**config.mk**
```make
export PLATFORM = sky130hd
export DESIGN_NAME = zc_expander_top
export DESIGN_NICKNAME = d
export VERILOG_FILES = /design/src/rtl/zc_pkg.sv /design/src/rtl/decode_out_reg.sv /design/src/rtl/fetch_skid_buffer.sv /design/src/rtl/zc_expander_top.sv /design/src/rtl/zc_sequencer.sv
export VERILOG_INCLUDE_DIRS = /design/src /design/src/rtl
export SDC_FILE = /design/constraint.sdc
export NUM_CORES = 1
export LEC_CHECK = 0
export BUFFER_PORTS_ARGS = -buffer_cell sky130_fd_sc_hd__buf_2
export CORE_AREA = 2 2 110 112
export DETAILED_ROUTE_END_ITERATION = 7
export DIE_AREA = 0 0 112 114
export GPL_TIMING_DRIVEN = 0
export PLACE_DENSITY = 0.75
export SYNTH_ARGS = -nofsm -noshare
export SYNTH_HDL_FRONTEND = slang
export SYNTH_SLANG_ARGS = --single-unit
```
**constraint.sdc**
```tcl
create_clock -name clk -period 3.86 [get_ports clk]
set_input_delay 0.386 -clock clk [delete_from_list [all_inputs] [get_ports clk]]
set_output_delay 0.386 -clock clk [all_outputs]
set_load 0.03 [all_outputs]
```
**src/rtl/zc_settings.svh**
```systemverilog
/*
 * Zc expander settings for word widths, input buffer depth and fixed encodings
 */
`ifndef ZC_SETTINGS_SVH
`define ZC_SETTINGS_SVH

// Instruction word width
`define ZC_XLEN        32

// Entries held in the fetch-side buffer
`define ZC_SKID_DEPTH  2

// Base opcodes of the generated operations
`define ZC_OPC_LOAD    7'b0000011
`define ZC_OPC_STORE   7'b0100011
`define ZC_OPC_OPIMM   7'b0010011
`define ZC_OPC_JALR    7'b1100111

// Architectural register numbers used by the sequences
`define ZC_REG_RA      5'd1
`define ZC_REG_SP      5'd2
`define ZC_REG_A0      5'd10
`define ZC_REG_A1      5'd11

`endif

```
**src/rtl/zc_pkg.sv**
```systemverilog
/*
 * Zc expander types with packet structs, sequencer enums and
 * the rlist helper functions shared by the RTL and the testbench
 */
`default_nettype none

`include "zc_settings.svh"

package zc_pkg;

  ////////////////////////////////////////////////////////////
  // Packets
  ////////////////////////////////////////////////////////////

  // Fetch packet as it arrives from the fetch stage
  typedef struct packed {
    logic [`ZC_XLEN-1:0] word;
    logic                bus_err;
  } fetch_pkt_t;

  // Operation handed to decode
  typedef struct packed {
    logic [`ZC_XLEN-1:0] word;
    logic                bus_err;
    // Final operation of its sequence
    logic                last;
  } dec_pkt_t;

  ////////////////////////////////////////////////////////////
  // Sequencer enums
  ////////////////////////////////////////////////////////////

  // Decoded kind of the held instruction
  typedef enum logic [2:0] {
    NONE,
    PUSH,
    POP,
    POPRET,
    POPRETZ,
    MVA01S,
    MVSA01
  } seq_kind_e;

  // Position inside an expanded sequence
  typedef enum logic [2:0] {
    S_IDLE,
    S_PUSH,
    S_POP,
    S_RA,
    S_SP,
    S_A0,
    S_RET,
    S_DMOVE
  } seq_state_e;

  // Operation counter within one sequence
  typedef logic [3:0] seq_cnt_t;

  ////////////////////////////////////////////////////////////
  // Helpers
  ////////////////////////////////////////////////////////////

  // Saved-register index to architectural number
  // s0 and s1 sit at x8/x9, s2 to s11 at x18 to x27
  function automatic logic [4:0] sreg_to_regnum(input logic [3:0] sidx);
    logic [4:0] num;
    if (sidx < 4'd2) begin
      num = 5'd8 + {1'b0, sidx};
    end else begin
      num = 5'd16 + {1'b0, sidx};
    end
    return num;
  endfunction

  // Number of s registers covered by an rlist
  function automatic logic [3:0] rlist_reg_count(input logic [3:0] rlist);
    logic [3:0] cnt;
    if (rlist == 4'd15) begin
      // rlist 15 skips s10 alone and saves s0 to s11
      cnt = 4'd12;
    end else if (rlist >= 4'd5) begin
      cnt = rlist - 4'd4;
    end else begin
      cnt = 4'd0;
    end
    return cnt;
  endfunction

  // Stack bytes for ra plus saved registers, 16-byte aligned
  function automatic logic [11:0] rlist_stack_base(input logic [3:0] rlist);
    logic [11:0] bytes;
    bytes = (12'(rlist_reg_count(rlist)) + 12'd1) << 2;
    return (bytes + 12'd15) & 12'hff0;
  endfunction

endpackage

`default_nettype wire

```
**src/rtl/decode_out_reg.sv**
```systemverilog
/*
 * Decode-side output register, a full-throughput valid/ready stage
 */
`timescale 1ns/100ps
`default_nettype none

module decode_out_reg (
  input  wire logic             clk,
  input  wire logic             rst_n,
  input  wire logic             in_valid_i,
  input  wire zc_pkg::dec_pkt_t in_pkt_i,
  output logic                  in_ready_o,
  output logic                  out_valid_o,
  output zc_pkg::dec_pkt_t      out_pkt_o,
  input  wire logic             out_ready_i
);

  import zc_pkg::*;

  // Held operation
  dec_pkt_t pkt_q;
  logic     valid_q;
  logic     load;

  ////////////////////////////////////////////////////////////
  // Stage control
  ////////////////////////////////////////////////////////////

  // Free when empty or when the held entry leaves this cycle
  assign in_ready_o = !valid_q || out_ready_i;
  assign load       = in_valid_i && in_ready_o;

  always_ff @(posedge clk or negedge rst_n) begin
    if (!rst_n) begin
      valid_q <= 1'b0;
    end else if (in_ready_o) begin
      // Refill or drain
      valid_q <= in_valid_i;
    end
  end

  // Payload
  always_ff @(posedge clk) begin
    if (load) begin
      pkt_q <= in_pkt_i;
    end
  end

  // Both outputs come straight from flops
  assign out_valid_o = valid_q;
  assign out_pkt_o   = pkt_q;

endmodule

`default_nettype wire

```
**src/rtl/fetch_skid_buffer.sv**
```systemverilog
/*
 * Fetch skid buffer holding up to ZC_SKID_DEPTH packets so fetch keeps
 * streaming while a multi-operation sequence drains
 */
`timescale 1ns/100ps
`default_nettype none

`include "zc_settings.svh"

module fetch_skid_buffer (
  input  wire logic               clk,
  input  wire logic               rst_n,
  input  wire logic               in_valid_i,
  input  wire zc_pkg::fetch_pkt_t in_pkt_i,
  output logic                    in_ready_o,
  output logic                    out_valid_o,
  output zc_pkg::fetch_pkt_t      out_pkt_o,
  input  wire logic               out_ready_i
);

  import zc_pkg::*;

  localparam int unsigned PTR_W = (`ZC_SKID_DEPTH > 1) ? $clog2(`ZC_SKID_DEPTH) : 1;
  localparam int unsigned CNT_W = $clog2(`ZC_SKID_DEPTH + 1);
  localparam logic [PTR_W-1:0] LAST_PTR = PTR_W'(`ZC_SKID_DEPTH - 1);
  localparam logic [CNT_W-1:0] FULL_CNT = CNT_W'(`ZC_SKID_DEPTH);

  // Circular store
  fetch_pkt_t       store_q [`ZC_SKID_DEPTH];
  logic [PTR_W-1:0] wr_ptr_q;
  logic [PTR_W-1:0] rd_ptr_q;
  logic [CNT_W-1:0] fill_q;
  logic             push;
  logic             pop;

  // Pointer step with wrap at the last entry
  function automatic logic [PTR_W-1:0] ptr_inc(input logic [PTR_W-1:0] ptr);
    return (ptr == LAST_PTR) ? '0 : ptr + 1'b1;
  endfunction

  // Ready comes straight from the fill count, never from out_ready_i
  assign in_ready_o  = (fill_q != FULL_CNT);
  assign out_valid_o = (fill_q != '0);
  assign out_pkt_o   = store_q[rd_ptr_q];

  assign push = in_valid_i && in_ready_o;
  assign pop  = out_valid_o && out_ready_i;

  always_ff @(posedge clk or negedge rst_n) begin
    if (!rst_n) begin
      wr_ptr_q <= '0;
      rd_ptr_q <= '0;
      fill_q   <= '0;
    end else begin
      if (push) begin
        wr_ptr_q <= ptr_inc(wr_ptr_q);
      end
      if (pop) begin
        rd_ptr_q <= ptr_inc(rd_ptr_q);
      end
      fill_q <= fill_q + CNT_W'(push) - CNT_W'(pop);
    end
  end

  // Payload storage
  always_ff @(posedge clk) begin
    if (push) begin
      store_q[wr_ptr_q] <= in_pkt_i;
    end
  end

endmodule

`default_nettype wire

```
**src/rtl/zc_expander_top.sv**
```systemverilog
/*
 * Zc expander top with fetch skid buffer, sequencer and decode output register
 */
`timescale 1ns/100ps
`default_nettype none

module zc_expander_top (
  input  wire logic               clk,
  input  wire logic               rst_n,
  // Fetch side
  input  wire logic               fetch_valid_i,
  input  wire zc_pkg::fetch_pkt_t fetch_pkt_i,
  output logic                    fetch_ready_o,
  // Decode side
  output logic                    dec_valid_o,
  output zc_pkg::dec_pkt_t        dec_pkt_o,
  input  wire logic               dec_ready_i
);

  import zc_pkg::*;

  // Buffer to sequencer
  logic       held_valid;
  fetch_pkt_t held_pkt;
  logic       held_ready;

  // Sequencer to output register
  logic       op_valid;
  dec_pkt_t   op_pkt;
  logic       op_ready;

  fetch_skid_buffer i_skid (
    .clk         (clk),
    .rst_n       (rst_n),
    .in_valid_i  (fetch_valid_i),
    .in_pkt_i    (fetch_pkt_i),
    .in_ready_o  (fetch_ready_o),
    .out_valid_o (held_valid),
    .out_pkt_o   (held_pkt),
    .out_ready_i (held_ready)
  );

  zc_sequencer i_seq (
    .clk           (clk),
    .rst_n         (rst_n),
    .instr_valid_i (held_valid),
    .instr_pkt_i   (held_pkt),
    .instr_ready_o (held_ready),
    .op_valid_o    (op_valid),
    .op_pkt_o      (op_pkt),
    .op_ready_i    (op_ready)
  );

  // Cuts the path from the buffer through operation build
  decode_out_reg i_out (
    .clk         (clk),
    .rst_n       (rst_n),
    .in_valid_i  (op_valid),
    .in_pkt_i    (op_pkt),
    .in_ready_o  (op_ready),
    .out_valid_o (dec_valid_o),
    .out_pkt_o   (dec_pkt_o),
    .out_ready_i (dec_ready_i)
  );

endmodule

`default_nettype wire

```
**src/rtl/zc_sequencer.sv**
```systemverilog
/*
 * Zc sequencer that expands cm.push/pop/popret/popretz and cm.mva01s/mvsa01
 * into plain 32-bit operations, one per downstream handshake
 */
`timescale 1ns/100ps
`default_nettype none

`include "zc_settings.svh"

module zc_sequencer (
  input  wire logic               clk,
  input  wire logic               rst_n,
  input  wire logic               instr_valid_i,
  input  wire zc_pkg::fetch_pkt_t instr_pkt_i,
  output logic                    instr_ready_o,
  output logic                    op_valid_o,
  output zc_pkg::dec_pkt_t        op_pkt_o,
  input  wire logic               op_ready_i
);

  import zc_pkg::*;

  // Fields of the held word
  logic [`ZC_XLEN-1:0] word;
  logic [3:0]          rlist;
  logic [1:0]          spimm;
  logic [2:0]          r1s;
  logic [2:0]          r2s;

  // Decode results
  seq_kind_e           kind;
  logic                is_load;
  logic [3:0]          reg_cnt;
  logic [11:0]         stack_total;

  // FSM and counter
  seq_state_e          state_q;
  seq_state_e          state_d;
  seq_state_e          start_state;
  seq_state_e          cur_state;
  seq_cnt_t            cnt_q;

  // Operation build
  logic [11:0]         slot_off;
  logic [11:0]         cur_off;
  logic [3:0]          sreg_idx;
  logic [4:0]          sreg_num;
  logic [4:0]          mv_snum;
  logic [4:0]          mv_areg;
  logic [`ZC_XLEN-1:0] op_word;
  logic                last;
  logic                fire;

  assign word  = instr_pkt_i.word;
  assign rlist = word[7:4];
  assign spimm = word[3:2];
  assign r1s   = word[9:7];
  assign r2s   = word[4:2];

  ////////////////////////////////////////////////////////////
  // Decode of the C2 sequenced encodings
  ////////////////////////////////////////////////////////////

  always_comb begin
    kind = NONE;
    // Bus errors always pass through untouched
    if (!instr_pkt_i.bus_err && word[1:0] == 2'b10 && word[15:13] == 3'b101) begin
      case (word[12:10])
        3'b011: begin
          // Double moves need two different s registers
          if (r1s != r2s) begin
            if (word[6:5] == 2'b11) begin
              kind = MVA01S;
            end else if (word[6:5] == 2'b01) begin
              kind = MVSA01;
            end
          end
        end
        3'b110: begin
          if (rlist >= 4'd4 && word[9:8] == 2'b00) begin
            kind = PUSH;
          end else if (rlist >= 4'd4 && word[9:8] == 2'b10) begin
            kind = POP;
          end
        end
        3'b111: begin
          if (rlist >= 4'd4 && word[9:8] == 2'b00) begin
            kind = POPRETZ;
          end else if (rlist >= 4'd4 && word[9:8] == 2'b10) begin
            kind = POPRET;
          end
        end
        default: begin
          kind = NONE;
        end
      endcase
    end
  end

  assign is_load = kind inside {POP, POPRET, POPRETZ};

  // Saved registers and total stack adjustment incl. spimm blocks of 16
  assign reg_cnt     = rlist_reg_count(rlist);
  assign stack_total = rlist_stack_base(rlist) + {6'd0, spimm, 4'd0};

  // Slot n of the frame sits at -(n+1)*4 from the old sp
  assign slot_off = (12'(cnt_q) + 12'd1) << 2;
  assign cur_off  = is_load ? (stack_total - slot_off) : (12'd0 - slot_off);

  // Highest s register goes first
  assign sreg_idx = reg_cnt - cnt_q - 4'd1;
  assign sreg_num = sreg_to_regnum(sreg_idx);

  // First move uses r1s and a0, second r2s and a1
  assign mv_snum = sreg_to_regnum({1'b0, (cnt_q[0] ? r2s : r1s)});
  assign mv_areg = cnt_q[0] ? `ZC_REG_A1 : `ZC_REG_A0;

  ////////////////////////////////////////////////////////////
  // Sequence FSM
  ////////////////////////////////////////////////////////////

  // Entry point of a new sequence
  always_comb begin
    case (kind)
      PUSH:                 start_state = (reg_cnt != 4'd0) ? S_PUSH : S_RA;
      POP, POPRET, POPRETZ: start_state = (reg_cnt != 4'd0) ? S_POP : S_RA;
      MVA01S, MVSA01:       start_state = S_DMOVE;
      default:              start_state = S_IDLE;
    endcase
  end

  // In S_IDLE the first operation is produced straight from decode
  assign cur_state = (state_q == S_IDLE) ? start_state : state_q;

  always_comb begin
    op_word = word;
    last    = 1'b0;
    state_d = cur_state;
    case (cur_state)
      S_PUSH: begin
        // sw s, off(sp)
        op_word = {cur_off[11:5], sreg_num, `ZC_REG_SP, 3'b010, cur_off[4:0], `ZC_OPC_STORE};
        if (cnt_q == reg_cnt - 4'd1) begin
          state_d = S_RA;
        end
      end
      S_POP: begin
        // lw s, off(sp)
        op_word = {cur_off, `ZC_REG_SP, 3'b010, sreg_num, `ZC_OPC_LOAD};
        if (cnt_q == reg_cnt - 4'd1) begin
          state_d = S_RA;
        end
      end
      S_RA: begin
        if (is_load) begin
          op_word = {cur_off, `ZC_REG_SP, 3'b010, `ZC_REG_RA, `ZC_OPC_LOAD};
        end else begin
          op_word = {cur_off[11:5], `ZC_REG_RA, `ZC_REG_SP, 3'b010, cur_off[4:0],
                     `ZC_OPC_STORE};
        end
        state_d = S_SP;
      end
      S_SP: begin
        // addi sp, sp, +/-total
        if (is_load) begin
          op_word = {stack_total, `ZC_REG_SP, 3'b000, `ZC_REG_SP, `ZC_OPC_OPIMM};
        end else begin
          op_word = {12'd0 - stack_total, `ZC_REG_SP, 3'b000, `ZC_REG_SP, `ZC_OPC_OPIMM};
        end
        if (kind == POPRETZ) begin
          state_d = S_A0;
        end else if (kind == POPRET) begin
          state_d = S_RET;
        end else begin
          last    = 1'b1;
          state_d = S_IDLE;
        end
      end
      S_A0: begin
        // addi a0, x0, 0
        op_word = {12'd0, 5'd0, 3'b000, `ZC_REG_A0, `ZC_OPC_OPIMM};
        state_d = S_RET;
      end
      S_RET: begin
        // jalr x0, 0(ra)
        op_word = {12'd0, `ZC_REG_RA, 3'b000, 5'd0, `ZC_OPC_JALR};
        last    = 1'b1;
        state_d = S_IDLE;
      end
      S_DMOVE: begin
        if (kind == MVSA01) begin
          op_word = {12'd0, mv_areg, 3'b000, mv_snum, `ZC_OPC_OPIMM};
        end else begin
          op_word = {12'd0, mv_snum, 3'b000, mv_areg, `ZC_OPC_OPIMM};
        end
        if (cnt_q[0]) begin
          last    = 1'b1;
          state_d = S_IDLE;
        end
      end
      default: begin
        // Pass-through as a single operation
        last    = 1'b1;
        state_d = S_IDLE;
      end
    endcase
  end

  always_ff @(posedge clk or negedge rst_n) begin
    if (!rst_n) begin
      state_q <= S_IDLE;
      cnt_q   <= '0;
    end else if (!instr_valid_i) begin
      // Nothing held, back to the start
      state_q <= S_IDLE;
      cnt_q   <= '0;
    end else if (fire) begin
      state_q <= state_d;
      cnt_q   <= last ? '0 : cnt_q + 4'd1;
    end
  end

  // Handshakes
  assign op_valid_o    = instr_valid_i;
  assign fire          = op_valid_o && op_ready_i;
  // Pop the buffer once, with the last operation
  assign instr_ready_o = fire && last;
  assign op_pkt_o      = '{word: op_word, bus_err: instr_pkt_i.bus_err, last: last};

endmodule

`default_nettype wire

```
==> flow_summary.json, run 1 <==
{
  "dr.max_layer_used": "met4",
  "worst-setup-path-type": "reg2reg",
  "ys.flop_type": "edfxtp_1",
  "tritoncts": "done",
  "cts-buffers-inserted": 9,
  "met1_length_um": 6644,
  "die-area_um2": 12770,
  "fin_skew_ns": 0.009889,
  "antenna_found_initial": 0,
  "register_area_um2": 3304,
  "synth-async-reset-ratio": 0.1071,
  "ys_warn_count": 0,
  "grt_pass1_wl_um": 24460,
  "switching_power_w": 0.002450,
  "via_per_inst": 6.201,
  "drv_cap": 0,
  "tightestPinTransition_ns": 0.8689,
  "synth_enable_flop_cells": 100,
  "insertedDiodeCount": 0,
  "htree_num_levels": 3,
  "crit_path_end": "i_out.out_pkt_o[29]$_DFFE_PP_",
  "synthDistinctLibCells": 76,
  "clkTransAtPathRegs_ns": 0.08,
  "drive_gt1_frac": 0.2857,
  "r2r_slack_ns": 0.13,
  "avgSynthCellArea_um2": 11.95,
  "multi_input_area_um2": 2650,
  "die_h_um": 114,
  "port_buffers": 72,
  "final_cell_area_um2": 7167,
  "netSwitchingFraction": 0.4053,
  "root_buffer": "clkbuf_16",
  "grt_pass1_vias": 4580,
  "drcViolationCount": 0,
  "insertion_delay_ns": 0.35,
  "timing.slew.headroom": 0.4146,
  "r2r-start": "i_skid.rd_ptr_q$_DFFE_PN0P_",
  "firstDrtPassIters": 5,
  "clkPwrFrac": 0.158,
  "drt_iter0_drc": 550,
  "initial_core_util": 0.5143,
  "dp_hpwl_um": 11030,
  "required_ns": 3.93,
  "status": "complete, no violations",
  "wire_per_inst_um": 20.84,
  "yosysSeqAreaShare": 0.5484,
  "crit_path_end_kind": "register",
  "hold_depth": 1,
  "fin_nets": 658,
  "r2r_end": "i_out.out_pkt_o[29]$_DFFE_PP_",
  "ios": 73,
  "leakage_nw": 2.715,
  "power-per-cell-area_nw_per_um2": 843.5,
  "final_core_util": 0.6120,
  "crit_arrival_ns": 3.80,
  "synthCells": 504,
  "syn_area_um2": 6023,
  "fmax_mhz": 267.9,
  "met3WireLength_um": 1008,
  "grt_max_degree": 39,
  "grtUsageTotal": 0.2484,
  "ant_nets": 0,
  "cp_max_fo": 6,
  "wl_met2_um": 7682,
  "reg2reg_depth": 15,
  "fin_crit_ns": 3.733,
  "clock_path_buffers": 2,
  "setup_viol": 0,
  "core_um2": 11710,
  "hp-class": "in2reg",
  "hold_violations": 0,
  "fill_cells": 954,
  "maxSlewViolCount": 0,
  "p_comb_frac": 0.522,
  "vias": 4688,
  "rsz0062_at_grt": "false",
  "grt.overflow.total": 0,
  "crit_start": "i_skid.rd_ptr_q$_DFFE_PN0P_",
  "routabilityCongestion": 0.9384,
  "synthToLayoutAreaGrowth_pct": 18.99,
  "syn_nets": 558,
  "clock_sinks": 112,
  "die_w_um": 112,
  "p_seq_frac": 0.321,
  "fin_crit_sh": 0.9671,
  "fp-row-count": 40,
  "placed_cell_area_um2": 6616,
  "vdd_drop_max_uv": 501.6,
  "ys_ff_latch": 112,
  "p_int_w": 0.003595,
  "start_kind": "register",
  "routed_wl_um": 15760
}
-- power groups by stage --
stage,Sequential (W),Combinational (W),Clock (W)
after CTS,0.00194,0.00282,0.000961
after detailed placement,0.00196,0.00264,0
after floorplan,0.00226,0.00162,0
after global placement,0.00195,0.00256,0
after global routing,0.00197,0.00339,0.00101
final,0.00194,0.00315,0.000952
-- kinds of logic (layout without fill, tap and decap cells) --
kind of cell,after synthesis,after routing,synth area share
AND/OR/NAND/NOR,139,139,0.1194
AO/OA/AOI/OAI,129,129,0.1519
flip-flops,112,112,0.5484
buffers and inverters,43,148,0.03656
multiplexers,34,34,0.06232
XOR/XNOR,30,30,0.04362
adder cells (fa/ha/maj),17,17,0.03781
-- critical path, cell delays in order, from the launching register on --
cell and delay (ns):
dfrtp_2 0.45, buf_8 0.15, mux2_4 0.32, buf_6 0.13, o211ai_1 0.32, ha_4 0.26
o21ai_0 0.06, nand2_1 0.13, fa_2 0.60, ha_4 0.23, a21oi_2 0.18, o21bai_4 0.10
xnor2_2 0.17, nand2_1 0.10, a21oi_2 0.15, o32ai_1 0.09
-- cells in the mapped netlist (5+ instances only) --
library cell | instances | area [um^2]
edfxtp_1 | 100 | 3003
nand2_1 | 40 | 150.1
nor2_1 | 33 | 123.9
a21oi_1 | 31 | 155.2
xnor2_1 | 24 | 210.2
mux2i_1 | 20 | 200.2
inv_1 | 17 | 63.81
ha_1 | 15 | 187.7
o21ai_0 | 15 | 75.07
dfrtp_1 | 12 | 300.3
mux2_2 | 11 | 123.9
nand3_1 | 11 | 55.05
o21ai_1 | 11 | 55.05
a31oi_1 | 10 | 62.56
clkbuf_1 | 10 | 37.54
nor2b_1 | 10 | 62.56
buf_2 | 8 | 40.04
a211oi_1 | 7 | 52.55
nor3_1 | 7 | 35.03
a22oi_1 | 6 | 45.04
xor2_1 | 6 | 52.55
and3_1 | 5 | 31.28
or3_1 | 5 | 31.28
-- through the flow --
step                cells  hold slack (ns)  TNS, ns  power [W]  setup slack (ns)
global route          756           0.2165        0   0.006369          0.004973
detailed placement    724           0.2923   -5.615   0.004604           -0.6589
global placement      723           0.2880   -4.863   0.004516           -0.5732
CTS                   753           0.2112        0   0.005718          0.007658
finish                756           0.2190        0   0.006045            0.1269
floorplan             504          0.09041        0   0.003880          0.003220
-- repair_timing --
item	in CTS	in global routing
resized for setup	7	15
pin swaps	8	7
endpoints found under the hold margin	12	0
buffers inserted	13	4
setup endpoints to repair	21	7
hold buffers	1	0
-- state kept, by name, summed over array words and instances, names as in the netlist --
signal             count
i_skid.rd_ptr_q        1
i_seq.state_q          3
i_out.out_pkt_o       34
i_seq.cnt_q            4
i_out.out_valid_o      1
i_skid.store_q        66
i_skid.fill_q          2
i_skid.wr_ptr_q        1
-- layout make-up --
type	instances	area share
buffer	24	0.01973
clock buffer	10	0.03195
clock inverter	6	0.01013
inverter	17	0.008904
multi-input combinational	349	0.3698
sequential	112	0.4611
tap	147	0.02566
timing repair buffer	91	0.07280
-- cells in the final DEF, fill, tap and decap left out, types with 6 or more instances in the layout --
master	synthesis	layout
inv_1	17	14
o21ai_1	11	12
clkbuf_16	0	9
nor2_1	33	32
dfrtp_1	12	11
nand2_1	40	40
buf_2	8	80
xor2_1	6	6
mux2_2	11	10
o21ai_0	15	14
buf_4	2	18
nor2b_1	10	10
a21oi_1	31	28
nor3_1	7	7
a22oi_1	6	6
a31oi_1	10	10
mux2i_1	20	18
xnor2_1	24	22
ha_1	15	12
a211oi_1	7	7
nand3_1	11	11
clkbuf_1	10	10
edfxtp_1	100	100
-- how the worst min path moves through the flow --
stage | from | end | slack, ns
after floorplan | rst_n | i_out.out_valid_o$_DFFE_PN0N_ | 0.09
after global placement | rst_n | i_skid.fill_q[1]$_DFF_PN0_ | 0.29
after detailed placement | rst_n | i_skid.fill_q[1]$_DFF_PN0_ | 0.29
after CTS | fetch_pkt_i[7] | i_skid.store_q[1][7]$_DFFE_PP_ | 0.21
after global routing | fetch_pkt_i[24] | i_skid.store_q[0][24]$_DFFE_PP_ | 0.22
final | fetch_pkt_i[7] | i_skid.store_q[1][7]$_DFFE_PP_ | 0.22
-- per-layer routing --
layer  track usage  up-vias
li1              -     2111
met4       0.09106        0
met5             0        -
met2        0.4089      247
met3       0.04145       43
met1        0.3362     2287
Note: power is estimated with default switching activity, not from simulation.
==> run 2, diff against run 1 <==
Settings changed: HOLD_SLACK_MARGIN from default to 0.03, SYNTH_HIERARCHICAL from default to 1.
==> run 2 against run 1 <==
Compared with the run above:
- sequential power rose by 3%
- clock-buffer cell count is the same
- largest power group unchanged
- global-route usage decreased by 1.8 points
- final cell count fell by 2.8%
- register-to-register slack got worse by 0.04 ns
- clock power fell by 12%
==> flow_summary.json, run 2 <==
{
  "via_per_inst": 5.902,
  "grt_pass1_wl_um": 22550,
  "synth-async-reset-ratio": 0.1071,
  "wire_per_inst_um": 19.73,
  "final_cell_mix": "100 x edfxtp_1, 80 x buf_2, 31 x mux2_2",
  "grt.overflow.total": 0,
  "fill_cells": 962,
  "leakage_nw": 2.781,
  "avgSynthCellArea_um2": 12.54,
  "cp_slowest_cell": "fa_2",
  "max_stage_delay_ns": 0.51,
  "path_buf_inv": 3,
  "ys_ff_latch": 112,
  "p_comb_frac": 0.592,
  "fin_hold_ws_ns": 0.2145,
  "tritoncts": "done",
  "dp_hpwl_um": 10200,
  "ios": 73,
  "synthToLayoutAreaGrowth_pct": 18.23,
  "antenna_found_initial": 0,
  "largest-register": "i_skid/store_q",
  "cpLargestDelayFamily": "adder cells",
  "final_cells": 735,
  "syn_nets": 537,
  "synthTopCellsByArea": "edfxtp_1 49%, mux2_2 6.3%, dfrtp_1 4.9%, ha_1 2.9%, a21oi_1 2.1%",
  "routed_wl_um": 14500,
  "fin_nets": 638,
  "setup_tns_ns": 0,
  "clock_path_buffers": 2,
  "yosysMostFrequentCell": "edfxtp_1",
  "timing.slew.headroom": 0.4217,
  "layout_commonest_cell": "edfxtp_1",
  "routabilityCongestion": 0.9319,
  "vias": 4338,
  "drcViolationCount": 0,
  "vdd_drop_max_uv": 547.2,
  "netSwitchingFraction": 0.4246,
  "setup_viol": 0,
  "drv_cap": 0,
  "ys_warn_count": 6,
  "synth_enable_flop_cells": 100,
  "tightestPinTransition_ns": 0.8675,
  "root_buffer": "clkbuf_16",
  "start_kind": "register",
  "p_seq_frac": 0.287,
  "grt_pass1_vias": 4184,
  "netlist.area_leader.share": 0.4949,
  "initial_core_util": 0.5181,
  "crit_arrival_ns": 3.87,
  "crit_path_end_kind": "register",
  "cp_max_fo": 9,
  "port_buffers": 72,
  "fp-row-count": 40,
  "p_int_w": 0.004006,
  "ys.flop_type": "edfxtp_1",
  "drt_iter0_drc": 350,
  "wl_met2_um": 6858,
  "clkTransAtPathRegs_ns": 0.07,
  "yosysSeqAreaShare": 0.5444,
  "dp_cells": 704,
  "switching_power_w": 0.002956,
  "cts-buffers-inserted": 9,
  "clkPwrFrac": 0.121,
  "fin_skew_ns": 0.007848,
  "crit_top_cell": "a21oi_2",
  "die_w_um": 112,
  "worst-setup-path-type": "reg2reg",
  "insertedDiodeCount": 0,
  "die-area_um2": 12770,
  "required_ns": 3.96,
  "synthCells": 484,
  "firstDrtPassIters": 5,
  "syn_area_um2": 6067,
  "dr.max_layer_used": "met4",
  "met1_length_um": 6440,
  "htree_num_levels": 3,
  "clock_sinks": 112,
  "met3WireLength_um": 920,
  "synthDistinctLibCells": 87,
  "fmax_mhz": 265.4,
  "hold_violations": 0,
  "fin_crit_sh": 0.9763,
  "crit_chain": "buf_12 > mux2_4 > buf_8 > o211ai_1 > inv_1 > ha_4 > nand3_1 > o21ai_1 > a21oi_2 > fa_2 > ha_4 > a21oi_2 > nand2b_1 > a21oi_2 > o22ai_2 > mux2_4",
  "maxSlewViolCount": 0,
  "drive_gt1_frac": 0.3469,
  "die_h_um": 114,
  "largest_reg_flops": 66,
  "fin_crit_ns": 3.768,
  "ant_nets": 0,
  "hp-class": "in2reg",
  "yosys.area.top_type": "edfxtp_1",
  "grt_max_degree": 35,
  "final_core_util": 0.6125,
  "power-per-cell-area_nw_per_um2": 970.6,
  "status": "complete, no violations",
  "synth_common_cells": "100 x edfxtp_1, 34 x mux2_2, 30 x nand2_1",
  "grtUsageTotal": 0.2309,
  "core_um2": 11710,
  "insertion_delay_ns": 0.35
}
run 2: changes by cell type in the layout (fill, tap and decap cells not counted), moves of 5 or more:
cell      previous run  this run
a211oi_1             7         2
a22oi_1              6         1
nor2b_1             10         3
nand2_1             40        30
mux2i_1             18         3
a31oi_1             10         4
nand2b_1             2         8
nand3_1             11        17
a21oi_1             28        21
nor2_1              32        21
buf_4               18        26
xnor2_1             22        14
mux2_2              10        31
run 2: layer usage:
layer | vias to the layer above | GRT usage
met4 | 0 | 0.07480
met2 | 164 | 0.3786
li1 | 2043 | -
met1 | 2112 | 0.3186
met3 | 19 | 0.03773
met5 | - | 0
run 2: area by class of cell:
type                            instances  area [um^2]  share of cell area
Buffer                                 31        229.0             0.03192
Clock buffer                           10        229.0             0.03192
Inverter                               16        60.06            0.008373
Multi-Input combinational cell        322         2597              0.3621
Sequential cell                       112         3303              0.4605
Tap cell                              147        183.9             0.02564
Timing Repair Buffer                   93        540.5             0.07535
Clock inverter                          4        30.03            0.004186
run 2: power by group through the flow:
stage               Sequential (W)  Combinational (W)  Clock (W)
floorplan                  0.00241            0.00240          0
global placement           0.00202            0.00364          0
detailed placement         0.00202            0.00372          0
CTS                        0.00200            0.00393   0.000861
global route               0.00203            0.00442   0.000903
finish                     0.00200            0.00412   0.000841
run 2: per-stage QoR:
stage,power [W],setup slack [ns],area (um^2)
2_1_floorplan,0.004813,0.003164,6086
3_3_place_gp,0.005658,-0.5777,6630
3_5_place_dp,0.005744,-0.6391,6666
4_1_cts,0.006796,0.04704,7057
5_1_grt,0.007356,-0.009276,7173
6_report,0.006962,0.09151,7173
run 2: repair_timing:
item | 4_1_cts | 5_1_grt
setup endpoints to repair | 9 | 8
hold buffers | 1 | 0
gates resized for setup | 15 | 13
pin swaps | 6 | 6
endpoints found under the hold margin | 12 | 0
cloned | 0 | 0
setup buffers | 10 | 9
run 2: worst paths after layout:
path / from / end / slack (ns) / cells past startpoint
worst max register to register: i_skid/rd_ptr_q$_DFFE_PN0P_ / i_out/out_pkt_o[30]$_DFFE_PP_ / 0.09 / 16
min in group asynchronous: rst_n / i_seq/state_q[1]$_DFFE_PN0P_ / 0.45 / 2
worst max-delay path: i_skid/rd_ptr_q$_DFFE_PN0P_ / i_out/out_pkt_o[30]$_DFFE_PP_ / 0.09 / 16
max in group asynchronous: rst_n / i_seq/cnt_q[2]$_DFFE_PN0P_ / 3.17 / 2
worst min register to register: i_skid/wr_ptr_q$_DFFE_PN0P_ / i_skid/wr_ptr_q$_DFFE_PN0P_ / 0.56 / 1
worst min-delay path: fetch_pkt_i[32] / i_skid/store_q[1][32]$_DFFE_PP_ / 0.21 / 1
run 2: cell families (layout without fill, tap and decap cells):
kind of cell	Yosys count	after routing	share of synthesized area
AO/OA/AOI/OAI	124	124	0.1571
AND/OR/NAND/NOR	120	120	0.1093
flip-flops	112	112	0.5444
buffers and inverters	50	154	0.04557
multiplexers	39	39	0.07239
XOR/XNOR	23	23	0.03568
adder cells (fa/ha/maj)	16	16	0.03547
